[src/logic/tenyr_bus_pkg.sv]
`default_nettype none

package tenyr_bus_pkg;

    typedef logic [31:0] addr_t; // word address that selects one data word
    typedef logic [31:0] data_t;
    typedef logic [3:0]  sel_t;  // one select bit per byte lane with bit 0 on bits 7:0

    // ==================================================================
    // device address map
    // ==================================================================

    // a window matches when (adr & MASK) == BASE
    localparam addr_t GPIO_BASE = 32'h0000_0200;
    localparam addr_t GPIO_MASK = 32'hffff_fffc; // four registers
    localparam addr_t SEG7_BASE = 32'h0000_0100;
    localparam addr_t SEG7_MASK = 32'hffff_fffe; // two registers

    // the processor starts fetching here after reset
    localparam addr_t RAM_BASE = 32'h0000_1000;

    // read value of any address that no device claims
    localparam data_t DEFAULT_RDATA = 32'hffff_ffff;

    // ==================================================================
    // helpers
    // ==================================================================

    // replaces the byte lanes of old_w whose select bit is set
    function automatic data_t merge_bytes(input data_t old_w, input data_t new_w,
                                          input sel_t sel);
        data_t res;
        res = old_w;
        for (int b = 0; b < 4; b++) begin
            if (sel[b]) begin
                res[8*b +: 8] = new_w[8*b +: 8];
            end
        end
        return res;
    endfunction

endpackage

`default_nettype wire

[src/logic/wb_if.sv]
`timescale 1ns/1ps
`default_nettype none

interface wb_if;
    import tenyr_bus_pkg::*;

    addr_t adr;   // word address of the access
    data_t dat_w; // master to slave
    data_t dat_r; // slave to master and valid with ack on a read
    logic  we;
    sel_t  sel;
    logic  stb;
    logic  cyc;
    logic  ack;

    // the decoder sits on this side
    modport master (
        output adr,
        output dat_w,
        output we,
        output sel,
        output stb,
        output cyc,
        input  dat_r,
        input  ack
    );

    modport slave (
        input  adr,
        input  dat_w,
        input  we,
        input  sel,
        input  stb,
        input  cyc,
        output dat_r,
        output ack
    );

endinterface

`default_nettype wire

[src/logic/gpio_port.sv]
`timescale 1ns/1ps
`default_nettype none

module gpio_port #(
    parameter int GPIO_COUNT = 24
) (
    input  logic                  clk,
    input  logic                  reset_i,
    wb_if.slave                   bus,
    input  logic [GPIO_COUNT-1:0] gpio_i,
    output logic [GPIO_COUNT-1:0] gpio_o,
    output logic [GPIO_COUNT-1:0] gpio_oe_o
);
    import tenyr_bus_pkg::*;

    logic [GPIO_COUNT-1:0] out_q;   // values driven on the pins
    logic [GPIO_COUNT-1:0] dir_q;   // a one drives the pin
    logic [GPIO_COUNT-1:0] sync1_q;
    logic [GPIO_COUNT-1:0] sync2_q;
    logic                  req;
    data_t                 out_new;
    data_t                 dir_new;

    assign req = bus.stb & bus.cyc;

    // ==================================================================
    // register writes
    // ==================================================================

    assign out_new = merge_bytes(data_t'(out_q), bus.dat_w, bus.sel);
    assign dir_new = merge_bytes(data_t'(dir_q), bus.dat_w, bus.sel);

    always_ff @(posedge clk) begin
        if (reset_i) begin
            out_q <= '0;
            dir_q <= '0; // every pin starts as an input
        end else if (req && bus.we) begin
            case (bus.adr[1:0])
                2'd0:    out_q <= out_new[GPIO_COUNT-1:0];
                2'd1:    dir_q <= dir_new[GPIO_COUNT-1:0];
                default: ; // input and spare words ignore writes
            endcase
        end
    end

    // pins come from outside this clock domain
    always_ff @(posedge clk) begin
        sync1_q <= gpio_i;
        sync2_q <= sync1_q;
    end

    // ==================================================================
    // bus response
    // ==================================================================

    assign bus.ack = req; // same-cycle answer

    always_comb begin
        case (bus.adr[1:0])
            2'd0:    bus.dat_r = data_t'(out_q);
            2'd1:    bus.dat_r = data_t'(dir_q);
            2'd2:    bus.dat_r = data_t'(sync2_q);
            default: bus.dat_r = '0;
        endcase
    end

    assign gpio_o    = out_q;
    assign gpio_oe_o = dir_q;

endmodule

`default_nettype wire

[src/flat_wrapper.sv]
// flat-port wrapper written by rule: the top's interface ports become plain ports
module gpio_port_flat import tenyr_bus_pkg::*;
#(
    parameter int GPIO_COUNT = 24
)
  (clk, reset_i, gpio_i, gpio_o, gpio_oe_o, bus_adr, bus_dat_w, bus_we, bus_sel, bus_stb, bus_cyc, bus_dat_r, bus_ack);
  wb_if bus_i ();
  input  logic clk;
  input  logic reset_i;
  input  logic [GPIO_COUNT-1:0] gpio_i;
  output logic [GPIO_COUNT-1:0] gpio_o;
  output logic [GPIO_COUNT-1:0] gpio_oe_o;
  input wire logic [$bits(bus_i.adr)-1:0] bus_adr;
  input wire logic [$bits(bus_i.dat_w)-1:0] bus_dat_w;
  input wire logic [$bits(bus_i.we)-1:0] bus_we;
  input wire logic [$bits(bus_i.sel)-1:0] bus_sel;
  input wire logic [$bits(bus_i.stb)-1:0] bus_stb;
  input wire logic [$bits(bus_i.cyc)-1:0] bus_cyc;
  output wire logic [$bits(bus_i.dat_r)-1:0] bus_dat_r;
  output wire logic [$bits(bus_i.ack)-1:0] bus_ack;
  assign bus_i.adr = bus_adr;
  assign bus_i.dat_w = bus_dat_w;
  assign bus_i.we = bus_we;
  assign bus_i.sel = bus_sel;
  assign bus_i.stb = bus_stb;
  assign bus_i.cyc = bus_cyc;
  assign bus_dat_r = bus_i.dat_r;
  assign bus_ack = bus_i.ack;
  gpio_port #(.GPIO_COUNT(GPIO_COUNT)) u_core (.clk(clk), .reset_i(reset_i), .bus(bus_i), .gpio_i(gpio_i), .gpio_o(gpio_o), .gpio_oe_o(gpio_oe_o));
endmodule
[config.mk]
export PLATFORM = sky130hd
export DESIGN_NAME = gpio_port_flat
export DESIGN_NICKNAME = d
export VERILOG_FILES = /design/src/logic/tenyr_bus_pkg.sv /design/src/logic/wb_if.sv /design/src/logic/gpio_port.sv /design/src/flat_wrapper.sv
export SDC_FILE = /design/constraint.sdc
export NUM_CORES = 1
export LEC_CHECK = 0
export BUFFER_PORTS_ARGS = -buffer_cell sky130_fd_sc_hd__buf_2
export CAP_MARGIN = 40
export CORE_MARGIN = 10
export CORE_UTILIZATION = 49
export CTS_CLUSTER_DIAMETER = 80
export DETAILED_ROUTE_END_ITERATION = 8
export HOLD_SLACK_MARGIN = 0.1
export PLACE_DENSITY = 0.83
export SLEW_MARGIN = 0
export SYNTH_ARGS = -nofsm -noshare
export SYNTH_HDL_FRONTEND = slang
export SYNTH_SLANG_ARGS = --single-unit
[constraint.sdc]
create_clock -name clk -period 2.33 [get_ports clk]
set_input_delay 0.233 -clock clk [delete_from_list [all_inputs] [get_ports clk]]
set_output_delay 0.233 -clock clk [all_outputs]
set_load 0.05 [all_outputs]
==> flow_metrics.tcl <==
set metrics [dict create \
    detail-route-antenna-nets 0 \
    worstSetupStartpointType "primary input" \
    mean_area_per_synthesized_cell_um2 11.1 \
    setup_viol 0 \
    antenna_violations_before_repair 0 \
    post_dp_hpwl_mm 6.79 \
    post-route-drc-count 0 \
    finalCriticalPeriod_ns 1.70 \
    grt_pass1_wl_mm 14.9 \
    result_of_the_run "completed" \
    netlist_area_um2 3640 \
    drt-total-wl_mm 9.26 \
    relSlewSlack_pct 41.0 \
    viasPerCell 4.73 \
    synthMostInstantiatedCell "sky130_fd_sc_hd__dfxtp_1" \
    drive_gt1_share_pct 32.5 \
    unrepaired_setup_endpoints_after_global_routing "no" \
    final_min_period_over_clock_period_pct 72.8 \
    wl_per_cell_um 15.9 \
    start_util_pct 50.2 \
    tightestPinTransition_ns 0.885 \
    dieHeight_um 106 \
    tritoncts_num_sinks 96 \
    pwr_density_nw_per_um2 641 \
    vias 2754 \
    clk-insertion-delay-late_ns 0.35 \
    finalClockSkew_ns 0.00675 \
    io_buffers 130 \
    synth_enable_flop_cells 0 \
    post-place-cells 542 \
    cts-resized-gates 0 \
    post_synth_num_cell_types 19 \
    synth_seq_cells 96 \
    cts-buffers-inserted 9 \
    cts-root-buf "sky130_fd_sc_hd__clkbuf_8" \
    first_pass_iters 4 \
    critical-path-max-stage-delay_ns 0.30 \
    grt_use_total_pct 16.2 \
    die_footprint_um2 11300 \
    crit_top_cell "sky130_fd_sc_hd__buf_2" \
    timing.max_cap.violations 0 \
    cts_setup_buffers 0 \
    die_width_um 106 \
    yosys_warnings 0 \
    timing.final.hold_violations 0 \
    critPathSlowestCell "sky130_fd_sc_hd__buf_4" \
    non_filler_instance_count_after_layout 582 \
    final_instance_area_um2 4730 \
    antenna_cells 0 \
    worst_hold_path_type "in2reg" \
    post_synth_inst_count 328 \
    worst-path-max-fanout 24 \
    synth_sequential_area_ratio_pct 52.8 \
    cts-htree-levels 3 \
    synth_top_area_share_pct 52.8 \
    grt_overflow 0 \
    synth_top_flop_cell "sky130_fd_sc_hd__dfxtp_1" \
    row_count 31 \
    clk_path_buf_depth 2 \
    yosys-top-cells-count "sky130_fd_sc_hd__dfxtp_1 (96), sky130_fd_sc_hd__mux2i_1 (72), sky130_fd_sc_hd__nand2b_1 (72)" \
    core_area_um2 7250 \
    first_iter_violations 64 \
    layout.nets 575 \
    critPathRequiredTime_ns 2.10 \
    tritoncts_clock_tree "yes" \
    async_reset_ff_share_pct 0 \
    achievable-frequency_ghz 0.590 \
    timing.critical_path.to_type "output port" \
    number_of_global_route_vias_before_repair 3066 \
    crit_path_cell_trace "buf_2 > nor2b_2 > buf_4 > nand2_1 > o21ai_1 > buf_2" \
    placed_area_um2 4320 \
    timing.setup.tns_ns 0 \
    worst_ep_arrival_time_ns 1.46 \
    ir_drop_v 0.000395 \
    leakagePower_nw 2.33 \
    final_max_slew_viol_count 0 \
    io_pins 178 \
    synth_area_leader_cell "sky130_fd_sc_hd__dfxtp_1" \
    clk_transition_reported_paths_ns 0.09 \
    post_synth_main_area_contributors "sky130_fd_sc_hd__dfxtp_1 (53%), sky130_fd_sc_hd__mux2i_1 (20%), sky130_fd_sc_hd__nand2b_1 (12%)" \
    cts_hold_buffers 24 \
    grt_start_max_net_pins 73 \
    areaGrowthSynthToFinish_pct 30.0 \
    crit_type "in2out" \
    routability_congestion_estimate_from_global_placement 0.727 \
]
-- cell families (layout without fill, tap and decap cells) --
family / count (synthesis) / after routing / share of synthesized area [%]
AO/OA/AOI/OAI: 24 / 24 / 3.30
AND/OR/NAND/NOR: 110 / 110 / 19.7
multiplexers: 72 / 72 / 19.8
buffers and inverters: 25 / 173 / 4.33
flip-flops: 96 / 96 / 52.8
other: 1 / 8 / 0.103
-- path summary, 6_finish.rpt --
path	endpoint	slack, ns	cells past startpoint	start
hold / removal	u_core.gpio_o[11]	0.16	3	bus_dat_w[11]
setup reg to reg	u_core.gpio_o[15]	1.68	2	u_core.gpio_o[15]
hold reg to reg	u_core.sync2_q[8]	0.33	0	u_core.sync1_q[8]
setup / recovery	bus_dat_r[3]	0.63	6	bus_adr[0]
-- registers in the layout, summed over array words and instances (netlist names) --
signal	flops
u_core.sync2_q	24
u_core.gpio_o	24
u_core.gpio_oe_o	24
u_core.sync1_q	24
-- per-layer routing --
layer | global-route usage, % | part of all wire [%] | wire (um) | up-vias
met2 | 28.4 | 50 | 4630 | 91
met5 | 0 | 0 | 0 | -
li1 | - | - | - | 1372
met1 | 16.8 | 39 | 3650 | 1281
met3 | 6.88 | 9.1 | 838 | 10
met4 | 6.00 | 1.4 | 129 | 0
-- worst max-delay path: cells and delay by family --
family	cells	cell delay (ns)
buffers and inverters	3	0.85
AND/OR/NAND/NOR	2	0.27
AO/OA/AOI/OAI	1	0.10
-- per-stage QoR --
| stage | utilization [%] | total power [mW] | hold slack (ns) | setup WS, ns |
|---|---|---|---|---|
| finish | 65.2 | 3.04 | 0.156 | 0.634 |
| global placement | 59.6 | 2.07 | 0.310 | 0.636 |
| CTS | 65.2 | 3.06 | 0.149 | 0.621 |
| floorplan | - | 1.98 | 0.261 | 0.595 |
| detailed placement | 59.6 | 2.08 | 0.312 | 0.621 |
| global route | 65.2 | 3.16 | 0.147 | 0.538 |
-- placed cells by master (no fill, tap or decap), types with 8 or more instances in the layout --
cell type	n
sky130_fd_sc_hd__nand2_1	24
sky130_fd_sc_hd__buf_2	130
sky130_fd_sc_hd__mux2i_1	72
sky130_fd_sc_hd__conb_1	8
sky130_fd_sc_hd__dfxtp_1	96
sky130_fd_sc_hd__clkbuf_8	9
sky130_fd_sc_hd__nand2b_1	72
sky130_fd_sc_hd__o21ai_1	24
sky130_fd_sc_hd__dlygate4sd3_1	24
-- final cells by class --
class / count / area (um2)
Fill cell: 611 / 2520
Sequential cell: 96 / 1920
Multi-Input combinational cell: 214 / 1590
Timing Repair Buffer: 157 / 926
Clock buffer: 10 / 128
Tap cell: 99 / 124
Clock inverter: 6 / 43.8
-- where the power goes --
part	internal, mW	switching [mW]
logic	0.133	0.229
registers	1.69	0.0151
clock network	0.395	0.573
total	2.22	0.817
No activity file was read; power rests on OpenSTA's default activity.
