`config.mk`:
```
export PLATFORM = sky130hd
export DESIGN_NAME = wb_decode_flat
export DESIGN_NICKNAME = d
export VERILOG_FILES = /design/src/logic/tenyr_bus_pkg.sv /design/src/logic/wb_if.sv /design/src/logic/wb_decode.sv /design/src/flat_wrapper.sv
export SDC_FILE = /design/constraint.sdc
export NUM_CORES = 1
export LEC_CHECK = 0
export ABC_AREA = 1
export BUFFER_PORTS_ARGS = -buffer_cell sky130_fd_sc_hd__buf_2
export CORE_AREA = 2 2 160 162
export DETAILED_ROUTE_END_ITERATION = 16
export DIE_AREA = 0 0 162 164
export GPL_TIMING_DRIVEN = 0
export PLACE_DENSITY_LB_ADDON = 0.1
export REMOVE_ABC_BUFFERS = 1
export SYNTH_ARGS = -nofsm -noshare
export SYNTH_HDL_FRONTEND = slang
export SYNTH_SLANG_ARGS = --single-unit
```
`constraint.sdc`:
```
create_clock -name clk -period 4.56 [get_ports clk]
set_input_delay 1.368 -clock clk [delete_from_list [all_inputs] [get_ports clk]]
set_output_delay 1.368 -clock clk [all_outputs]
set_load 0.01 [all_outputs]
```
`src/logic/tenyr_bus_pkg.sv`:
```
`default_nettype none

package tenyr_bus_pkg;

    typedef logic [31:0] addr_t; // word address that selects one data word
    typedef logic [31:0] data_t;
    typedef logic [3:0]  sel_t;  // one select bit per byte lane with bit 0 on bits 7:0

    // ==================================================================
    // device address map
    // ==================================================================

    // a window matches when (adr & MASK) == BASE
    localparam addr_t GPIO_BASE = 32'h0000_0200;
    localparam addr_t GPIO_MASK = 32'hffff_fffc; // four registers
    localparam addr_t SEG7_BASE = 32'h0000_0100;
    localparam addr_t SEG7_MASK = 32'hffff_fffe; // two registers

    // the processor starts fetching here after reset
    localparam addr_t RAM_BASE = 32'h0000_1000;

    // read value of any address that no device claims
    localparam data_t DEFAULT_RDATA = 32'hffff_ffff;

    // ==================================================================
    // helpers
    // ==================================================================

    // replaces the byte lanes of old_w whose select bit is set
    function automatic data_t merge_bytes(input data_t old_w, input data_t new_w,
                                          input sel_t sel);
        data_t res;
        res = old_w;
        for (int b = 0; b < 4; b++) begin
            if (sel[b]) begin
                res[8*b +: 8] = new_w[8*b +: 8];
            end
        end
        return res;
    endfunction

endpackage

`default_nettype wire

```
`src/logic/wb_if.sv`:
```
`timescale 1ns/1ps
`default_nettype none

interface wb_if;
    import tenyr_bus_pkg::*;

    addr_t adr;   // word address of the access
    data_t dat_w; // master to slave
    data_t dat_r; // slave to master and valid with ack on a read
    logic  we;
    sel_t  sel;
    logic  stb;
    logic  cyc;
    logic  ack;

    // the decoder sits on this side
    modport master (
        output adr,
        output dat_w,
        output we,
        output sel,
        output stb,
        output cyc,
        input  dat_r,
        input  ack
    );

    modport slave (
        input  adr,
        input  dat_w,
        input  we,
        input  sel,
        input  stb,
        input  cyc,
        output dat_r,
        output ack
    );

endinterface

`default_nettype wire

```
`src/logic/wb_decode.sv`:
```
`timescale 1ns/1ps
`default_nettype none

module wb_decode #(
    parameter int RAM_ABITS = 10
) (
    input  logic                  clk,
    input  logic                  reset_i,
    input  tenyr_bus_pkg::addr_t  wb_adr_i,
    input  tenyr_bus_pkg::data_t  wb_dat_i,
    output tenyr_bus_pkg::data_t  wb_dat_o,
    input  logic                  wb_we_i,
    input  tenyr_bus_pkg::sel_t   wb_sel_i,
    input  logic                  wb_stb_i,
    input  logic                  wb_cyc_i,
    output logic                  wb_ack_o,
    wb_if.master                  ram_bus,
    wb_if.master                  gpio_bus,
    wb_if.master                  seg_bus
);
    import tenyr_bus_pkg::*;

    typedef enum logic [1:0] {
        SLV_GPIO,
        SLV_SEG7,
        SLV_RAM,
        SLV_DFLT
    } slave_e;

    localparam addr_t RAM_WORDS = addr_t'(1) << RAM_ABITS;

    addr_t  ram_off;  // address relative to the start of RAM
    slave_e hit_sel;  // slave matched by the current address
    slave_e held_sel;
    slave_e cur_sel;
    logic   busy_q;   // a request is open and still waiting for its ack
    logic   req;

    assign req     = wb_stb_i & wb_cyc_i;
    assign ram_off = wb_adr_i - RAM_BASE;

    // ==================================================================
    // window match, in priority order
    // ==================================================================

    always_comb begin
        if ((wb_adr_i & GPIO_MASK) == GPIO_BASE) begin
            hit_sel = SLV_GPIO;
        end else if ((wb_adr_i & SEG7_MASK) == SEG7_BASE) begin
            hit_sel = SLV_SEG7;
        end else if (ram_off < RAM_WORDS) begin
            hit_sel = SLV_RAM;
        end else begin
            hit_sel = SLV_DFLT;
        end
    end

    // the slave picked in the first cycle keeps the bus until it acks
    always_ff @(posedge clk) begin
        if (reset_i) begin
            busy_q <= 1'b0;
        end else begin
            busy_q <= req & ~wb_ack_o;
        end
    end

    always_ff @(posedge clk) begin
        held_sel <= cur_sel;
    end

    assign cur_sel = busy_q ? held_sel : hit_sel;

    // ==================================================================
    // request fan-out
    // ==================================================================

    assign ram_bus.adr   = ram_off; // RAM sees word offsets from its base
    assign ram_bus.dat_w = wb_dat_i;
    assign ram_bus.we    = wb_we_i;
    assign ram_bus.sel   = wb_sel_i;
    assign ram_bus.stb   = wb_stb_i & (cur_sel == SLV_RAM);
    assign ram_bus.cyc   = wb_cyc_i & (cur_sel == SLV_RAM);

    assign gpio_bus.adr   = wb_adr_i;
    assign gpio_bus.dat_w = wb_dat_i;
    assign gpio_bus.we    = wb_we_i;
    assign gpio_bus.sel   = wb_sel_i;
    assign gpio_bus.stb   = wb_stb_i & (cur_sel == SLV_GPIO);
    assign gpio_bus.cyc   = wb_cyc_i & (cur_sel == SLV_GPIO);

    assign seg_bus.adr   = wb_adr_i;
    assign seg_bus.dat_w = wb_dat_i;
    assign seg_bus.we    = wb_we_i;
    assign seg_bus.sel   = wb_sel_i;
    assign seg_bus.stb   = wb_stb_i & (cur_sel == SLV_SEG7);
    assign seg_bus.cyc   = wb_cyc_i & (cur_sel == SLV_SEG7);

    // the default slave answers at once and drops writes
    always_comb begin
        case (cur_sel)
            SLV_GPIO: begin
                wb_ack_o = gpio_bus.ack;
                wb_dat_o = gpio_bus.dat_r;
            end
            SLV_SEG7: begin
                wb_ack_o = seg_bus.ack;
                wb_dat_o = seg_bus.dat_r;
            end
            SLV_RAM: begin
                wb_ack_o = ram_bus.ack;
                wb_dat_o = ram_bus.dat_r;
            end
            default: begin
                wb_ack_o = req;
                wb_dat_o = DEFAULT_RDATA;
            end
        endcase
    end

endmodule

`default_nettype wire

```
`src/flat_wrapper.sv`:
```
// flat-port wrapper written by rule: the top's interface ports become plain ports
module wb_decode_flat import tenyr_bus_pkg::*;
#(
    parameter int RAM_ABITS = 10
)
  (clk, reset_i, wb_adr_i, wb_dat_i, wb_dat_o, wb_we_i, wb_sel_i, wb_stb_i, wb_cyc_i, wb_ack_o, ram_bus_adr, ram_bus_dat_w, ram_bus_we, ram_bus_sel, ram_bus_stb, ram_bus_cyc, ram_bus_dat_r, ram_bus_ack, gpio_bus_adr, gpio_bus_dat_w, gpio_bus_we, gpio_bus_sel, gpio_bus_stb, gpio_bus_cyc, gpio_bus_dat_r, gpio_bus_ack, seg_bus_adr, seg_bus_dat_w, seg_bus_we, seg_bus_sel, seg_bus_stb, seg_bus_cyc, seg_bus_dat_r, seg_bus_ack);
  wb_if ram_bus_i ();
  wb_if gpio_bus_i ();
  wb_if seg_bus_i ();
  input  logic clk;
  input  logic reset_i;
  input  tenyr_bus_pkg::addr_t wb_adr_i;
  input  tenyr_bus_pkg::data_t wb_dat_i;
  output tenyr_bus_pkg::data_t wb_dat_o;
  input  logic wb_we_i;
  input  tenyr_bus_pkg::sel_t wb_sel_i;
  input  logic wb_stb_i;
  input  logic wb_cyc_i;
  output logic wb_ack_o;
  output wire logic [$bits(ram_bus_i.adr)-1:0] ram_bus_adr;
  output wire logic [$bits(ram_bus_i.dat_w)-1:0] ram_bus_dat_w;
  output wire logic [$bits(ram_bus_i.we)-1:0] ram_bus_we;
  output wire logic [$bits(ram_bus_i.sel)-1:0] ram_bus_sel;
  output wire logic [$bits(ram_bus_i.stb)-1:0] ram_bus_stb;
  output wire logic [$bits(ram_bus_i.cyc)-1:0] ram_bus_cyc;
  input wire logic [$bits(ram_bus_i.dat_r)-1:0] ram_bus_dat_r;
  input wire logic [$bits(ram_bus_i.ack)-1:0] ram_bus_ack;
  output wire logic [$bits(gpio_bus_i.adr)-1:0] gpio_bus_adr;
  output wire logic [$bits(gpio_bus_i.dat_w)-1:0] gpio_bus_dat_w;
  output wire logic [$bits(gpio_bus_i.we)-1:0] gpio_bus_we;
  output wire logic [$bits(gpio_bus_i.sel)-1:0] gpio_bus_sel;
  output wire logic [$bits(gpio_bus_i.stb)-1:0] gpio_bus_stb;
  output wire logic [$bits(gpio_bus_i.cyc)-1:0] gpio_bus_cyc;
  input wire logic [$bits(gpio_bus_i.dat_r)-1:0] gpio_bus_dat_r;
  input wire logic [$bits(gpio_bus_i.ack)-1:0] gpio_bus_ack;
  output wire logic [$bits(seg_bus_i.adr)-1:0] seg_bus_adr;
  output wire logic [$bits(seg_bus_i.dat_w)-1:0] seg_bus_dat_w;
  output wire logic [$bits(seg_bus_i.we)-1:0] seg_bus_we;
  output wire logic [$bits(seg_bus_i.sel)-1:0] seg_bus_sel;
  output wire logic [$bits(seg_bus_i.stb)-1:0] seg_bus_stb;
  output wire logic [$bits(seg_bus_i.cyc)-1:0] seg_bus_cyc;
  input wire logic [$bits(seg_bus_i.dat_r)-1:0] seg_bus_dat_r;
  input wire logic [$bits(seg_bus_i.ack)-1:0] seg_bus_ack;
  assign ram_bus_adr = ram_bus_i.adr;
  assign ram_bus_dat_w = ram_bus_i.dat_w;
  assign ram_bus_we = ram_bus_i.we;
  assign ram_bus_sel = ram_bus_i.sel;
  assign ram_bus_stb = ram_bus_i.stb;
  assign ram_bus_cyc = ram_bus_i.cyc;
  assign ram_bus_i.dat_r = ram_bus_dat_r;
  assign ram_bus_i.ack = ram_bus_ack;
  assign gpio_bus_adr = gpio_bus_i.adr;
  assign gpio_bus_dat_w = gpio_bus_i.dat_w;
  assign gpio_bus_we = gpio_bus_i.we;
  assign gpio_bus_sel = gpio_bus_i.sel;
  assign gpio_bus_stb = gpio_bus_i.stb;
  assign gpio_bus_cyc = gpio_bus_i.cyc;
  assign gpio_bus_i.dat_r = gpio_bus_dat_r;
  assign gpio_bus_i.ack = gpio_bus_ack;
  assign seg_bus_adr = seg_bus_i.adr;
  assign seg_bus_dat_w = seg_bus_i.dat_w;
  assign seg_bus_we = seg_bus_i.we;
  assign seg_bus_sel = seg_bus_i.sel;
  assign seg_bus_stb = seg_bus_i.stb;
  assign seg_bus_cyc = seg_bus_i.cyc;
  assign seg_bus_i.dat_r = seg_bus_dat_r;
  assign seg_bus_i.ack = seg_bus_ack;
  wb_decode #(.RAM_ABITS(RAM_ABITS)) u_core (.clk(clk), .reset_i(reset_i), .wb_adr_i(wb_adr_i), .wb_dat_i(wb_dat_i), .wb_dat_o(wb_dat_o), .wb_we_i(wb_we_i), .wb_sel_i(wb_sel_i), .wb_stb_i(wb_stb_i), .wb_cyc_i(wb_cyc_i), .wb_ack_o(wb_ack_o), .ram_bus(ram_bus_i), .gpio_bus(gpio_bus_i), .seg_bus(seg_bus_i));
endmodule
```
==> impl_metrics.toml <==
[synth]
yosys-top-cells-area = "buf_4, nand3_1, nand2_1"
postSynthAreaPerCell_um2 = 5.886
synth_seq_cells = 3
yosysUniqueCellTypes = 30
syn_area_um2 = 3149
yosys.area.top_type = "buf_4"
netlist_instances = 535
yosys.area.top_type_share = 0.4458
ys_seq_area_frac = 0.01907
yosys_warnings = 0

[worst_setup_path]
crit_family = "simple AND/OR/NAND/NOR gates"
slowest_stage = "ha_4"
r2r_slack_ns = 2.88
worst_path_largest_cell_delay_ns = 0.18
crit_arrival_ns = 3.64
crit_type = "in2out"
end_kind = "primary output"
rr_worst_depth = 5
cp_max_fo = 8
crit_chain = "buf_12, inv_6, ha_4, buf_4, buf_4, buf_4, nand2_1, nand2_1, nand2_1, nand3_1, nor2_2, nand3_2, nand2_4, buf_12, nand2_8, nor2_4, buf_6, buf_12, nand2_2, nand3_2, buf_6"
required_ns = 3.19
crit_path_start_kind = "primary input"
r2r_start = "u_core.busy_q"
reg2reg_to = "u_core.busy_q"
crit_buf_inv = 9

[floorplan]
core_um2 = 24820
start_util = 0.1269
io_pins = 418
fp.dieH_um = 164
die_area_um2 = 26570
num_rows = 58
die_w_um = 162

[grt]
grt_max_degree = 42
grt_pass1_vias = 3948
grtUsageTotal = 0.1608
grt_pass1_wl_um = 30010
antenna_found_initial = 8
grt_overflow = 0

[power_and_ir_drop]
p_int_uw = 239.3
p_seq_frac = 0.069
leakagePower_nw = 2.011
p_comb_frac = 0.563
clockPowerShare = 0.368
swShare = 0.3755
max-vdd-ir-drop_mv = 0.07370
switchingPower_uw = 143.9
p_total_uw = 383.2
power.density_nw_per_um2 = 87.25

[clock_tree]
clkSinkCount = 3
htreeDepth = 1
cts_root_buf = "clkbuf_16"
numCtsBuffers = 3
cts_tree = "done"
cts_hold_buf = 0
clockBufferDepth = 2
path_clk_slew_ns = 0.03
insertion_delay_ns = 0.23

[hold_path]
hold_depth = 2
worstHoldPathType = "reg2reg"
min_to = "u_core.held_sel[1]"
hp-start = "u_core.held_sel[1]"

[sta]
period_share = 1.098
maxSlewViolCount = 0
rsz0062_at_grt = "true"
skew_ns = 0.0002344
setup_violations = 39
min_period_ns = 5.007
finalWorstSetupSlack_ns = -0.4469
fmax_mhz = 199.7
relSlewSlack = 0.5054
hold_slack_ns = 0.8873
finalHoldViolations = 0
worstMarginPinSlew_ns = 0.7401

[final_layout]
layout.cells.non_filler = 970
mostFrequentLayoutCells = "buf_2, nand2_1, nand3_1, nor2_1, nand2_2"
n_fill_cell = 2963
layout_commonest_cell = "buf_2"
multi_input_area_um2 = 1892
nets = 812
area_growth_pct = 39.45
regArea_um2 = 60.06
drive_above_1_share = 0.6289

[drt]
drc = 0
final_antenna_net_count = 0
vias_per_cell = 3.968
wl_um = 22530
drt_iter0_markers = 99
vias = 3849
first_pass_iters = 6
wl_per_cell_um = 23.22

[placement]
io_buffer_count = 265
place_hpwl_um = 18560
preCtsSetupSlack_ns = -2.164
place.gp.congestion = 0.8714
dp_cells = 926

[outcome]
status = "finished with violations"
violations = "setup timing"

[flow_run]
maxCapViolCount = 0
==> worst min-delay path, cell delays in order, from the launching register on <==
cell     delay (ns)
dfxtp_1        0.30
nand2_1        0.20
nand2_4        0.30
==> worst max path at each step <==
stage | start | end | cells past startpoint
6_report | wb_adr_i[13] | wb_dat_o[3] | 21
5_1_grt | wb_adr_i[13] | wb_dat_o[1] | 22
4_1_cts | wb_adr_i[13] | wb_dat_o[6] | 21
3_5_place_dp | wb_adr_i[12] | wb_dat_o[31] | 12
3_3_place_gp | wb_adr_i[12] | wb_dat_o[31] | 12
2_1_floorplan | wb_adr_i[12] | wb_ack_o | 10
==> synth_stat cells <==
library cell  instances
buf_4               187
clkbuf_2              1
o21ai_0              33
and2_1                1
ha_1                  3
nand4_1              10
nand3b_1              6
nor2_2                6
nor3_1                1
buf_2                 3
nor4_1                3
nand2_4               2
nor2_4                3
clkinv_1              2
inv_2                 3
nor2_8                1
o21ai_1               1
clkbuf_1              7
or2_2                 1
buf_6                 6
nor2_1               44
nand2_1              94
nand3_2               1
dfxtp_1               3
nand2_2               2
o21bai_1              1
nand3_1              77
xor2_1                2
xnor2_1               4
inv_1                27
==> repair_timing <==
| item | CTS | global route |
|---|---|---|
| endpoints found under the hold margin | 0 | 0 |
| endpoints found under the setup margin | 40 | 39 |
| gates cloned | 5 | 1 |
| pin swaps | 18 | 27 |
| buffers inserted | 27 | 4 |
| gates resized for setup | 111 | 49 |
==> per-layer routing <==
metal,vias up,track usage,share of wire
met5,-,0.06818,0.0099
met4,12,0.009252,0.0035
met3,25,0.1556,0.21
met2,364,0.2549,0.43
met1,1707,0.1547,0.34
li1,1741,-,-
==> registers in the layout, indices dropped and copies added, names as in the netlist <==
signal	cells
u_core.held_sel	2
u_core.busy_q	1
==> stage by stage <==
stage	TNS, ns	util	cell area [um^2]
2_1_floorplan	-20.82	-	1632
3_3_place_gp	-96.87	0.1358	3371
3_5_place_dp	-66.11	0.1359	3373
4_1_cts	-17.14	0.1691	4198
5_1_grt	-20.57	0.1766	4384
6_report	-14.39	0.1770	4392
==> cells by family after synthesis <==
logic type,Yosys count,synth area share
adder cells (fa/ha/maj),3,0.01192
AND/OR/NAND/NOR,252,0.3758
buffers and inverters,236,0.5201
XOR/XNOR,6,0.01669
flip-flops,3,0.01907
AO/OA/AOI/OAI,35,0.05642
==> power by group through the flow <==
stage	registers (mW)	logic [mW]	clock network [mW]
3_3_place_gp	0.0268	0.192	0
5_1_grt	0.0264	0.236	0.145
3_5_place_dp	0.0268	0.191	0
4_1_cts	0.0264	0.211	0.141
6_report	0.0264	0.216	0.141
2_1_floorplan	0.0268	0.0411	0
==> area by class of cell <==
class                      instances  share of cell area
sequential                         3             0.01368
antenna                            4            0.002279
multi-input combinational        301              0.4308
inverter                          32             0.03333
tap                              330             0.09402
clock buffer                       4             0.01795
timing repair buffer             296              0.4080
Note: power is estimated with default switching activity, not from simulation.
