### config.mk
export PLATFORM = sky130hd
export DESIGN_NAME = seg7_scan_flat
export DESIGN_NICKNAME = d
export VERILOG_FILES = /design/src/logic/tenyr_bus_pkg.sv /design/src/logic/wb_if.sv /design/src/logic/seg7_scan.sv /design/src/flat_wrapper.sv
export SDC_FILE = /design/constraint.sdc
export NUM_CORES = 1
export LEC_CHECK = 0
export BUFFER_PORTS_ARGS = -buffer_cell sky130_fd_sc_hd__buf_2
export CAP_MARGIN = 25
export CORE_MARGIN = 10
export CORE_UTILIZATION = 41
export DETAILED_ROUTE_END_ITERATION = 6
export PLACE_DENSITY = 0.81
export SLEW_MARGIN = 25
export SYNTH_ARGS = -nofsm -noshare
export SYNTH_HDL_FRONTEND = slang
export SYNTH_SLANG_ARGS = --single-unit
### constraint.sdc
create_clock -name clk -period 2.5 [get_ports clk]
set_input_delay 0.5 -clock clk [delete_from_list [all_inputs] [get_ports clk]]
set_output_delay 0.5 -clock clk [all_outputs]
set_load 0.01 [all_outputs]
### src/logic/tenyr_bus_pkg.sv
`default_nettype none

package tenyr_bus_pkg;

    typedef logic [31:0] addr_t; // word address that selects one data word
    typedef logic [31:0] data_t;
    typedef logic [3:0]  sel_t;  // one select bit per byte lane with bit 0 on bits 7:0

    // ==================================================================
    // device address map
    // ==================================================================

    // a window matches when (adr & MASK) == BASE
    localparam addr_t GPIO_BASE = 32'h0000_0200;
    localparam addr_t GPIO_MASK = 32'hffff_fffc; // four registers
    localparam addr_t SEG7_BASE = 32'h0000_0100;
    localparam addr_t SEG7_MASK = 32'hffff_fffe; // two registers

    // the processor starts fetching here after reset
    localparam addr_t RAM_BASE = 32'h0000_1000;

    // read value of any address that no device claims
    localparam data_t DEFAULT_RDATA = 32'hffff_ffff;

    // ==================================================================
    // helpers
    // ==================================================================

    // replaces the byte lanes of old_w whose select bit is set
    function automatic data_t merge_bytes(input data_t old_w, input data_t new_w,
                                          input sel_t sel);
        data_t res;
        res = old_w;
        for (int b = 0; b < 4; b++) begin
            if (sel[b]) begin
                res[8*b +: 8] = new_w[8*b +: 8];
            end
        end
        return res;
    endfunction

endpackage

`default_nettype wire

### src/logic/wb_if.sv
`timescale 1ns/1ps
`default_nettype none

interface wb_if;
    import tenyr_bus_pkg::*;

    addr_t adr;   // word address of the access
    data_t dat_w; // master to slave
    data_t dat_r; // slave to master and valid with ack on a read
    logic  we;
    sel_t  sel;
    logic  stb;
    logic  cyc;
    logic  ack;

    // the decoder sits on this side
    modport master (
        output adr,
        output dat_w,
        output we,
        output sel,
        output stb,
        output cyc,
        input  dat_r,
        input  ack
    );

    modport slave (
        input  adr,
        input  dat_w,
        input  we,
        input  sel,
        input  stb,
        input  cyc,
        output dat_r,
        output ack
    );

endinterface

`default_nettype wire

### src/logic/seg7_scan.sv
`timescale 1ns/1ps
`default_nettype none

module seg7_scan #(
    parameter int SCAN_DIV = 4
) (
    input  logic       clk,
    input  logic       reset_i,
    wb_if.slave        bus,
    output logic [7:0] seg_o,
    output logic [3:0] an_o
);
    import tenyr_bus_pkg::*;

    localparam int                PRE_W    = (SCAN_DIV > 1) ? $clog2(SCAN_DIV) : 1;
    localparam logic [PRE_W-1:0] PRE_LAST = PRE_W'(SCAN_DIV - 1);

    logic [15:0]      digits_q; // digit 0 lives in bits 3:0
    logic [3:0]       dp_q;     // one decimal point per digit
    logic [PRE_W-1:0] pre_q;
    logic [1:0]       digit_q;  // digit currently lit
    logic             req;
    data_t            digits_new;
    data_t            dp_new;

    assign req        = bus.stb & bus.cyc;
    assign digits_new = merge_bytes(data_t'(digits_q), bus.dat_w, bus.sel);
    assign dp_new     = merge_bytes(data_t'(dp_q), bus.dat_w, bus.sel);

    // ==================================================================
    // bus registers
    // ==================================================================

    always_ff @(posedge clk) begin
        if (reset_i) begin
            digits_q <= '0;
            dp_q     <= '0;
        end else if (req && bus.we) begin
            if (bus.adr[0]) dp_q <= dp_new[3:0];
            else            digits_q <= digits_new[15:0];
        end
    end

    assign bus.ack   = req;
    assign bus.dat_r = bus.adr[0] ? data_t'(dp_q) : data_t'(digits_q);

    // ==================================================================
    // digit scanner
    // ==================================================================

    always_ff @(posedge clk) begin
        if (reset_i) begin
            pre_q   <= '0;
            digit_q <= '0;
        end else if (pre_q == PRE_LAST) begin
            pre_q   <= '0;
            digit_q <= digit_q + 2'd1; // wraps from 3 back to 0
        end else begin
            pre_q <= pre_q + 1'b1;
        end
    end

    // hex glyphs for segments g down to a, driven active low
    function automatic logic [6:0] hex_seg(input logic [3:0] nib);
        logic [6:0] lit;
        case (nib)
            4'h0: lit = 7'h3f;
            4'h1: lit = 7'h06;
            4'h2: lit = 7'h5b;
            4'h3: lit = 7'h4f;
            4'h4: lit = 7'h66;
            4'h5: lit = 7'h6d;
            4'h6: lit = 7'h7d;
            4'h7: lit = 7'h07;
            4'h8: lit = 7'h7f;
            4'h9: lit = 7'h6f;
            4'ha: lit = 7'h77;
            4'hb: lit = 7'h7c;
            4'hc: lit = 7'h39;
            4'hd: lit = 7'h5e;
            4'he: lit = 7'h79;
            default: lit = 7'h71;
        endcase
        return ~lit;
    endfunction

    assign an_o  = ~(4'b0001 << digit_q);
    assign seg_o = {~dp_q[digit_q], hex_seg(digits_q[4*digit_q +: 4])};

endmodule

`default_nettype wire

### src/flat_wrapper.sv
// flat-port wrapper written by rule: the top's interface ports become plain ports
module seg7_scan_flat import tenyr_bus_pkg::*;
#(
    parameter int SCAN_DIV = 4
)
  (clk, reset_i, seg_o, an_o, bus_adr, bus_dat_w, bus_we, bus_sel, bus_stb, bus_cyc, bus_dat_r, bus_ack);
  wb_if bus_i ();
  input  logic clk;
  input  logic reset_i;
  output logic [7:0] seg_o;
  output logic [3:0] an_o;
  input wire logic [$bits(bus_i.adr)-1:0] bus_adr;
  input wire logic [$bits(bus_i.dat_w)-1:0] bus_dat_w;
  input wire logic [$bits(bus_i.we)-1:0] bus_we;
  input wire logic [$bits(bus_i.sel)-1:0] bus_sel;
  input wire logic [$bits(bus_i.stb)-1:0] bus_stb;
  input wire logic [$bits(bus_i.cyc)-1:0] bus_cyc;
  output wire logic [$bits(bus_i.dat_r)-1:0] bus_dat_r;
  output wire logic [$bits(bus_i.ack)-1:0] bus_ack;
  assign bus_i.adr = bus_adr;
  assign bus_i.dat_w = bus_dat_w;
  assign bus_i.we = bus_we;
  assign bus_i.sel = bus_sel;
  assign bus_i.stb = bus_stb;
  assign bus_i.cyc = bus_cyc;
  assign bus_dat_r = bus_i.dat_r;
  assign bus_ack = bus_i.ack;
  seg7_scan #(.SCAN_DIV(SCAN_DIV)) u_core (.clk(clk), .reset_i(reset_i), .bus(bus_i), .seg_o(seg_o), .an_o(an_o));
endmodule
==> run metrics, run 1 <==
result of the run=finished with violations; violated checks=negative setup slack; final worst path period need=2.65 ns; clock share of power=39.3%; HPWL reported at the end of detailed placement=3260 um; largest area contributor in the netlist=sky130_fd_sc_hd__dfxtp_1; Slew headroom=61.7%; critical-path maximum fanout=5; combinational fraction of design power=14.4%; number of flip-flops and latches in the synthesized netlist=24; max-cap viol count=0; routed length per instance=14.5 um; global placement routability congestion=0.810; count of placed standard cells in the final layout, fillers left out=289; clock-pin slew on the worst setup and hold paths=0.08 ns; buffer cell driving the clock tree root=sky130_fd_sc_hd__clkbuf_8; summed instance area of the synthesized netlist=0.00163 mm^2; grt total ovfl=0; aggregate global-route resource usage=11.5%; Reg power frac=46.2%; worst hold-check path type=reg2reg; Worst Path Class, Setup=reg2out; ratio of total power to cell area=429 mW/mm^2; number of global-route vias before repair=1532; final hold violation count=0; final-report setup violation count=7; cell internal pwr=0.657 mW; relative area change from synthesis to final layout=23.2%; initial standard-cell utilization of the core=43.6%; distinct cell type count after synthesis=34; Reg2Reg Setup Slack=1.26 ns; switching power as a share of total power=23.9%; critical path arrival=2.15 ns; count of hold-fix buffers inserted at cts=0; initial antenna violation count=0; fraction of synthesis flops using an asynchronous set or reset pin=0%; # placed instances=284; net count of the finished layout=326; fin crit share=106%; leak pwr=0.885 nW; main area contributors after synthesis=sky130_fd_sc_hd__dfxtp_1 29%, sky130_fd_sc_hd__ha_1 8.4%, sky130_fd_sc_hd__buf_4 7.4%; post-synthesis cell count=189; delay of the slowest cell on the worst path=0.56 ns; Worst Hold Slack=0.442 ns; first-pass GRT wire length=7090 um; length of the first detailed-routing pass in iterations=4; Yosys top cell area share=29.4%; overall via count from detail_route=1482; clock skew=0.000143 ns; Switching Power=0.206 mW; cell at the slowest stage of the critical path=sky130_fd_sc_hd__mux4_2; deepest clock path buffer count=2; synth warn=0; number of I/O port buffers=52; via density per instance=5.13; pin count of the biggest net entering global routing=25; height of the die=83.1 um; floorplan die area=0.00690 mm^2; number of antenna repair diodes=0; source-to-sink clock delay at the later pin of the worst-skew pair=0.26 ns; required time of the critical path=2.00 ns; fraction of layout instances using a drive strength above 1=34.9%; reg2reg start=u_core.digit_q[1]; startpoint kind of the worst setup timing path=flip-flop; endpoint of the worst-slack reg-to-reg timing path=u_core.digit_q[1]; Worst VDD drop=0.448 mV; Worst Max-Slew Pin Slew=0.573 ns; overall die width=83.1 um; Site Rows=22; last element of the critical path=seg_o[3]; Setup Slack @ Placement=-0.00413 ns; clock buffers created by TritonCTS=3; final cell utilization of the core=53.7%; average instance area after synthesis=8.63 um^2; power after layout=0.862 mW; area of the core=0.00374 mm^2; total routed wirelength=4180 um; DRC errors left=0; CTS H-Tree Depth=1; Final Worst Setup Slack=-0.153 ns; number of synthesized flops with an enable pin=0; f_max=377 MHz; DRT iter0 DRCs=36; most frequently used flop master after synthesis=sky130_fd_sc_hd__dfxtp_1; TritonCTS clock tree=yes; total number of clock tree sinks=24; cells along the critical path=buf_6, mux4_2, inv_2, ha_4, inv_2, mux4_2, buf_6; endpoint kind of the worst setup timing path=output pin; start point of the critical path=u_core.digit_q[0]; unrepaired setup endpoints after global routing=true; sequential-to-total area share from yosys stat=29.4%; antenna violation net count after detailed routing=0; number of top-level pins=118; max-slew violations=0; FILL cells=360; path depth of the worst reg2reg path=5
-- synthesized netlist by cell type, types with 2 or more instances --
cell / instances
sky130_fd_sc_hd__ha_1: 11
sky130_fd_sc_hd__o22ai_1: 3
sky130_fd_sc_hd__nand3_1: 18
sky130_fd_sc_hd__buf_4: 16
sky130_fd_sc_hd__mux2i_1: 5
sky130_fd_sc_hd__nand4_1: 4
sky130_fd_sc_hd__buf_6: 2
sky130_fd_sc_hd__nor2_1: 2
sky130_fd_sc_hd__a21oi_1: 20
sky130_fd_sc_hd__nor2b_1: 12
sky130_fd_sc_hd__mux4_1: 3
sky130_fd_sc_hd__mux2_2: 4
sky130_fd_sc_hd__o21ai_0: 20
sky130_fd_sc_hd__clkbuf_1: 9
sky130_fd_sc_hd__mux4_2: 3
sky130_fd_sc_hd__dfxtp_1: 24
sky130_fd_sc_hd__inv_1: 16
-- routing by layer --
| metal | GRT usage [%] | up-vias | wire length, um |
|---|---|---|---|
| met5 | 0 | - | 0 |
| met4 | 3.23 | 0 | 56 |
| met3 | 4.30 | 7 | 371 |
| met2 | 19.2 | 57 | 1950 |
| met1 | 13.4 | 685 | 1800 |
| li1 | - | 733 | - |
-- layout by cell type, fill, tap and decap left out, types with 2 or more instances in the layout --
master	instances
sky130_fd_sc_hd__buf_6	3
sky130_fd_sc_hd__mux2i_1	5
sky130_fd_sc_hd__mux2_2	4
sky130_fd_sc_hd__nor2_1	2
sky130_fd_sc_hd__ha_2	2
sky130_fd_sc_hd__nor2b_1	12
sky130_fd_sc_hd__inv_1	13
sky130_fd_sc_hd__mux4_2	5
sky130_fd_sc_hd__nand4_1	4
sky130_fd_sc_hd__clkbuf_8	3
sky130_fd_sc_hd__dfxtp_1	23
sky130_fd_sc_hd__o21ai_0	20
sky130_fd_sc_hd__ha_4	2
sky130_fd_sc_hd__conb_1	16
sky130_fd_sc_hd__a21oi_1	20
sky130_fd_sc_hd__inv_2	3
sky130_fd_sc_hd__ha_1	7
sky130_fd_sc_hd__buf_2	50
sky130_fd_sc_hd__buf_4	8
sky130_fd_sc_hd__o22ai_1	3
sky130_fd_sc_hd__nand3_1	18
-- metrics by stage --
stage	area, um^2	TNS [ns]
6_report	2010	-0.345
5_1_grt	2010	-1.07
4_1_cts	1990	-0.414
3_5_place_dp	1890	-0.00413
3_3_place_gp	1890	0
2_1_floorplan	1690	0
-- worst min-delay path by stage --
stage / cells past startpoint / to / start
finish: 1 / u_core.pre_q[0] / u_core.pre_q[0]
global route: 1 / u_core.pre_q[0] / u_core.pre_q[0]
CTS: 1 / u_core.pre_q[0] / u_core.pre_q[0]
detailed placement: 1 / u_core.pre_q[0] / u_core.pre_q[0]
global placement: 1 / u_core.pre_q[0] / u_core.pre_q[0]
floorplan: 1 / u_core.pre_q[0] / u_core.pre_q[0]
-- state kept, by name, indices dropped and copies added, names as in the netlist --
name	flops
u_core.digits_q	16
u_core.dp_q	4
u_core.digit_q	2
u_core.pre_q	2
-- logic make-up after synthesis --
kind of cell,after synthesis,share of synthesized area (%)
simple gates,46,16.4
mux,15,14.8
flops,24,29.4
other cells,1,0.230
buf+inv,44,14.7
compound gates,46,14.9
fa+ha+maj,11,8.44
xor+xnor,2,1.07
-- power groups by stage --
stage	registers, mW	clock network [mW]	logic [mW]
final	0.399	0.339	0.125
after global routing	0.400	0.349	0.140
after CTS	0.399	0.337	0.123
after detailed placement	0.407	0	0.119
after global placement	0.407	0	0.117
after floorplan	0.405	0	0.0940
-- critical path: cells and delay by family, from the launching register on --
| kind | cells | cell delay, ns |
|---|---|---|
| mux | 2 | 1.02 |
| fa+ha+maj | 1 | 0.13 |
| flops | 1 | 0.38 |
| buf+inv | 4 | 0.37 |
-- final cells by class --
cell class	instances	area, um^2	area share, %
clock buffers	3	41.3	2.05
clock inverters	1	30.0	1.49
inverters	16	60.1	2.99
multi-input cells	136	991	49.3
flip-flops and latches	24	484	24.1
well taps	48	60.1	2.99
repair buffers	61	344	17.1
-- timing repair --
item	in CTS	in global routing
endpoints found under the setup margin	7	7
gates resized for setup	12	4
setup buffers	0	1
pin swaps	2	1
(Power assumes the default switching activity.)
==> run 2, diff against run 1 <==
--- a/config.mk
+++ b/config.mk
@@ -10,8 +10,8 @@
 export CORE_MARGIN = 10
 export CORE_UTILIZATION = 41
 export DETAILED_ROUTE_END_ITERATION = 6
-export PLACE_DENSITY = 0.81
-export SLEW_MARGIN = 25
+export PLACE_DENSITY = 0.79
+export SLEW_MARGIN = 40
 export SYNTH_ARGS = -nofsm -noshare
 export SYNTH_HDL_FRONTEND = slang
 export SYNTH_SLANG_ARGS = --single-unit
==> run metrics, run 2 (synthesized netlist as in run 1, its figures left out) <==
result of the run=finished with violations; violated checks=negative setup slack; initial standard-cell utilization of the core=43.6% (unchanged); Switching Power=0.190 mW (-7.6%); fin crit share=105% (-0.79 points); length of the first detailed-routing pass in iterations=4 (unchanged); critical-path maximum fanout=5 (unchanged); critical path arrival=2.13 ns (-0.02 ns); final-report setup violation count=5 (-2); overall via count from detail_route=1486 (+0.27%); endpoint kind of the worst setup timing path=output pin; Worst Max-Slew Pin Slew=0.571 ns (-0.00258 ns); worst hold-check path type=reg2reg; Worst Hold Slack=0.451 ns (+0.00927 ns); clock skew=0.000630 ns (+0.000487 ns); max-cap viol count=0 (unchanged); Worst Path Class, Setup=reg2out; Reg power frac=53.8% (+7.6 points); combinational fraction of design power=16.9% (+2.5 points); total routed wirelength=4130 um (-1.1%); overall die width=83.1 um (unchanged); antenna violation net count after detailed routing=0 (unchanged); Final Worst Setup Slack=-0.133 ns (+0.0198 ns); switching power as a share of total power=25.7% (+1.8 points); first-pass GRT wire length=6900 um (-2.7%); final worst path period need=2.63 ns (-0.0198 ns); Buf+Inv Stages, Crit Path=4 (unchanged); area of the core=0.00374 mm^2 (unchanged); height of the die=83.1 um (unchanged); Site Rows=22 (unchanged); global placement routability congestion=0.817 (+0.89%); cell at the slowest stage of the critical path=sky130_fd_sc_hd__mux4_2; ratio of total power to cell area=370 mW/mm^2 (-14%); TritonCTS clock tree=yes; net count of the finished layout=328 (+0.61%); DRT iter0 DRCs=61 (+69%); number of I/O port buffers=52 (unchanged); number of global-route vias before repair=1519 (-0.85%); Biggest register=u_core.digits_q; HPWL reported at the end of detailed placement=3210 um (-1.4%); Worst VDD drop=0.313 mV (-30%); leak pwr=0.880 nW (-0.61%); final hold violation count=0 (unchanged); flip-flop count of the largest register after layout=16 (unchanged); cell internal pwr=0.551 mW (-16%); max-slew violations=0 (unchanged); number of antenna repair diodes=0 (unchanged); FILL cells=367 (+1.9%); biggest registers after layout=u_core.digits_q (16), u_core.dp_q (4); startpoint kind of the worst setup timing path=flip-flop; cells along the critical path=buf_6, mux4_2, inv_2, ha_4, inv_2, mux4_2, buf_6; grt total ovfl=0 (unchanged); CTS H-Tree Depth=1 (unchanged); buffer cell driving the clock tree root=sky130_fd_sc_hd__clkbuf_8; total number of clock tree sinks=24 (unchanged); routed length per instance=14.3 um (-1.5%); commonest non-fill, non-tap cell in the layout=sky130_fd_sc_hd__buf_2; delay of the slowest cell on the worst path=0.55 ns (about the same); floorplan die area=0.00690 mm^2 (unchanged); number of top-level pins=118 (unchanged); Slew headroom=61.7% (about the same); power after layout=0.741 mW (-14%); deepest clock path buffer count=2 (unchanged); pin count of the biggest net entering global routing=25 (unchanged); via density per instance=5.12 (about the same); most frequent cells in the layout=50 x sky130_fd_sc_hd__buf_2, 23 x sky130_fd_sc_hd__dfxtp_1, 20 x sky130_fd_sc_hd__o21ai_0, 20 x sky130_fd_sc_hd__a21oi_1, 18 x sky130_fd_sc_hd__nand3_1; count of hold-fix buffers inserted at cts=0 (unchanged); DRC errors left=0 (unchanged); aggregate global-route resource usage=11.3% (-0.18 points); f_max=380 MHz (+0.75%); relative area change from synthesis to final layout=22.7%; clock share of power=29.3% (-10 points); clock-pin slew on the worst setup and hold paths=0.08 ns (about the same); Top Family by Delay on Critical Path=multiplexers; source-to-sink clock delay at the later pin of the worst-skew pair=0.26 ns (about the same); initial antenna violation count=0 (unchanged); clock buffers created by TritonCTS=3 (unchanged); fraction of layout instances using a drive strength above 1=34.7% (-0.14 points); required time of the critical path=2.00 ns (about the same); unrepaired setup endpoints after global routing=true
## run 2: cell types whose count changed in the layout (fill, tap and decap cells not counted), sizes merged
cell	delta
buf	+2
bufinv	-1
## run 2: per-layer routing
| layer | up-vias | wire length (um) | GRT usage [%] |
|---|---|---|---|
| met5 | - | 0 | 0 |
| met4 | 0 | 33 | 3.69 |
| met3 | 4 | 370 | 3.71 |
| met2 | 65 | 1940 | 18.7 |
| met1 | 680 | 1790 | 13.4 |
| li1 | 737 | - | - |
## run 2: per-stage QoR
| stage | instance area (um^2) | cells | util (%) | setup slack, ns | TNS (ns) |
|---|---|---|---|---|---|
| after floorplan | 1690 | 204 | - | 0.0415 | 0 |
| after global placement | 1890 | 284 | 50.4 | 0.0110 | 0 |
| after detailed placement | 1890 | 284 | 50.4 | 0.000880 | 0 |
| after CTS | 1980 | 290 | 53.0 | -0.138 | -0.267 |
| after global routing | 2000 | 290 | 53.5 | -0.219 | -0.820 |
| final | 2000 | 290 | 53.5 | -0.133 | -0.197 |
## run 2: worst paths after layout
kind | from | endpoint | slack (ns) | cells past startpoint
worst max register to register | u_core.digit_q[1] | u_core.digit_q[1] | 1.24 | 5
worst min register to register | u_core.pre_q[0] | u_core.pre_q[0] | 0.45 | 1
worst max-delay path | u_core.digit_q[0] | seg_o[3] | -0.13 | 7
worst min-delay path | u_core.pre_q[0] | u_core.pre_q[0] | 0.45 | 1
## run 2: layout make-up
type                            instances  area (um^2)  share of cell area [%]
Clock buffer                            3         41.3                    2.06
Inverter                               16         60.1                    3.00
Multi-Input combinational cell        136          993                    49.6
Sequential cell                        24          484                    24.2
Tap cell                               48         60.1                    3.00
Timing Repair Buffer                   63          363                    18.1
## run 2: timing repair
action,CTS,global route
buffers inserted,3,0
pin swaps,2,1
gates resized for setup,13,3
endpoints found under the setup margin,7,7
## run 2: power groups by stage
stage                     Sequential, mW  Clock, mW  Combinational (mW)
after floorplan                    0.405          0              0.0940
after global placement             0.407          0               0.117
after detailed placement           0.407          0               0.120
after CTS                          0.399      0.222               0.124
after global routing               0.400      0.236               0.141
final                              0.399      0.217               0.125
==> run 3, diff against run 2 <==
--- a/config.mk
+++ b/config.mk
@@ -5,12 +5,15 @@
 export SDC_FILE = /design/constraint.sdc
 export NUM_CORES = 1
 export LEC_CHECK = 0
+export ABC_CLOCK_PERIOD_IN_PS = 2500
 export BUFFER_PORTS_ARGS = -buffer_cell sky130_fd_sc_hd__buf_2
 export CAP_MARGIN = 25
 export CORE_MARGIN = 10
-export CORE_UTILIZATION = 41
+export CORE_UTILIZATION = 42
+export CTS_BUF_LIST = sky130_fd_sc_hd__clkbuf_8
 export DETAILED_ROUTE_END_ITERATION = 6
-export PLACE_DENSITY = 0.79
+export MAX_ROUTING_LAYER = met4
+export PLACE_DENSITY = 0.8
 export SLEW_MARGIN = 40
 export SYNTH_ARGS = -nofsm -noshare
 export SYNTH_HDL_FRONTEND = slang
==> run metrics, run 3 (synthesized netlist as in run 1, its figures left out) <==
result of the run=finished with violations; violated checks=negative setup slack; number of global-route vias before repair=1467 (-3.4%); power after layout=0.760 mW (+2.5%); number of antenna repair diodes=0 (unchanged); final hold violation count=0 (unchanged); fin crit share=107% (+1.6 points); clock-pin slew on the worst setup and hold paths=0.08 ns (about the same); flip-flop count of the largest register after layout=16 (unchanged); max-cap viol count=0 (unchanged); clock share of power=29.9% (+0.6 points); max-slew violations=0 (unchanged); initial antenna violation count=0 (unchanged); global placement routability congestion=0.779 (-4.7%); startpoint kind of the worst setup timing path=flip-flop; overall via count from detail_route=1559 (+4.9%); length of the first detailed-routing pass in iterations=4 (unchanged); most frequent cells in the layout=50 x sky130_fd_sc_hd__buf_2, 23 x sky130_fd_sc_hd__dfxtp_1, 20 x sky130_fd_sc_hd__o21ai_0, 20 x sky130_fd_sc_hd__a21oi_1, 18 x sky130_fd_sc_hd__nand3_1; Worst Max-Slew Pin Slew=0.585 ns (+0.0140 ns); worst hold-check path type=reg2reg; instance count along the most critical hold path=1 (unchanged); reg2reg start=u_core.digit_q[0]; Reg2Reg Setup Slack=1.27 ns (+0.03 ns); met2 routed WL=2170 um (+12%); commonest non-fill, non-tap cell in the layout=sky130_fd_sc_hd__buf_2; switching power as a share of total power=26.6% (+0.98 points); total negative slack=-0.678 ns (-0.480 ns); DRC errors left=0 (unchanged); HPWL reported at the end of detailed placement=3300 um (+2.6%); first-pass GRT wire length=7050 um (+2.2%); overall die width=82.3 um (-0.91%); final worst path period need=2.67 ns (+0.0395 ns); number of I/O port buffers=52 (unchanged); deepest clock path buffer count=2 (unchanged); fraction of layout instances using a drive strength above 1=36.3% (+1.6 points); pin count of the biggest net entering global routing=25 (unchanged); aggregate global-route resource usage=13.5% (+2.1 points); biggest registers after layout=u_core.digits_q (16), u_core.dp_q (4); Reg power frac=52.4% (-1.4 points); Worst Path Class, Setup=reg2out; Biggest register=u_core.digits_q; initial standard-cell utilization of the core=43.9% (+0.32 points); critical path arrival=2.17 ns (+0.04 ns); Switching Power=0.202 mW (+6.4%); TritonCTS clock tree=yes; clock skew=0.00120 ns (+0.000569 ns); count of hold-fix buffers inserted at cts=0 (unchanged); via density per instance=5.27 (+2.8%); cell internal pwr=0.557 mW (+1.2%); Min-Delay Endpoint=u_core.pre_q[0]; combinational fraction of design power=17.7% (+0.8 points); Slew headroom=61.0% (-0.76 points); wire length on met1=1900 um (+6.2%); required time of the critical path=2.00 ns (about the same); buffer cell driving the clock tree root=sky130_fd_sc_hd__clkbuf_8; CTS H-Tree Depth=1 (unchanged); endpoint kind of the worst setup timing path=output pin; grt total ovfl=0 (unchanged); area of the core=0.00372 mm^2 (-0.74%); routed length on met3=417 um (+13%); source-to-sink clock delay at the later pin of the worst-skew pair=0.27 ns (about the same); number of top-level pins=118 (unchanged); Final Worst Setup Slack=-0.172 ns (-0.0395 ns); total number of clock tree sinks=24 (unchanged); start point of the critical path=u_core.digit_q[0]; Site Rows=22 (unchanged); routed length per instance=15.5 um (+8.6%); path depth of the worst reg2reg path=6 (+1); DRT iter0 DRCs=39 (-36%); clock buffers created by TritonCTS=3 (unchanged); unrepaired setup endpoints after global routing=true; Worst VDD drop=0.280 mV (-10%); ratio of total power to cell area=369 mW/mm^2 (-0.18%); floorplan die area=0.00678 mm^2 (-1.8%); relative area change from synthesis to final layout=26.0%; critical-path maximum fanout=5 (unchanged); height of the die=82.3 um (-0.91%); total routed wirelength=4580 um (+11%); net count of the finished layout=334 (+1.8%); Max Used Layer=met4; hold wc startpoint=u_core.pre_q[0]; final-report setup violation count=7 (+2); endpoint of the worst-slack reg-to-reg timing path=u_core.digit_q[1]; antenna violation net count after detailed routing=0 (unchanged); leak pwr=0.916 nW (+4.2%); f_max=374 MHz (-1.5%)
[run 3: worst max-delay path by stage]
stage	endpoint	slack, ns	cells after the start
6_report	seg_o[3]	-0.17	7
3_5_place_dp	seg_o[3]	-0.02	7
4_1_cts	seg_o[3]	-0.18	7
5_1_grt	seg_o[3]	-0.24	7
3_3_place_gp	seg_o[3]	0.02	5
2_1_floorplan	seg_o[3]	0.04	6
[run 3: worst max-delay path: stages, from the launching register on]
cell,delay (ns)
sky130_fd_sc_hd__dfxtp_4,0.36
sky130_fd_sc_hd__buf_12,0.12
sky130_fd_sc_hd__mux4_2,0.41
sky130_fd_sc_hd__inv_2,0.07
sky130_fd_sc_hd__buf_4,0.14
sky130_fd_sc_hd__ha_2,0.20
sky130_fd_sc_hd__mux4_2,0.47
sky130_fd_sc_hd__buf_6,0.14
[run 3: layout make-up]
| type | instances | area (um^2) |
|---|---|---|
| tap | 48 | 60.1 |
| timing repair buffer | 68 | 409 |
| sequential | 24 | 484 |
| multi-input combinational | 137 | 1000 |
| fill | 351 | 1660 |
| clock buffer | 3 | 41.3 |
| inverter | 16 | 60.1 |
[run 3: timing repair]
item,in CTS,in global routing
resized for setup,10,5
setup endpoints to repair,7,7
gates cloned,1,0
setup buffers,7,1
pin swaps,1,1
[run 3: metrics by stage]
stage / util, % / setup slack (ns) / std cells / hold WS [ns] / cell area, um^2
floorplan: - / 0.0415 / 204 / 0.400 / 1690
finish: 55.3 / -0.172 / 296 / 0.428 / 2060
global route: 55.3 / -0.242 / 296 / 0.444 / 2060
CTS: 54.9 / -0.178 / 295 / 0.431 / 2040
global placement: 50.8 / 0.0167 / 284 / 0.413 / 1890
detailed placement: 50.8 / -0.0202 / 284 / 0.420 / 1890
[run 3: routing by layer]
layer | up-vias | track usage, %
met4 | 0 | 5.78
met1 | 721 | 15.6
li1 | 759 | -
met3 | 9 | 2.38
met2 | 70 | 22.3
met5 | - | -
[run 3: power groups by stage]
stage               combinational [mW]  sequential, mW  clock, mW
finish                           0.134           0.398      0.227
global route                     0.148           0.400      0.248
CTS                              0.133           0.398      0.233
detailed placement               0.119           0.407          0
global placement                 0.117           0.406          0
floorplan                       0.0940           0.405          0
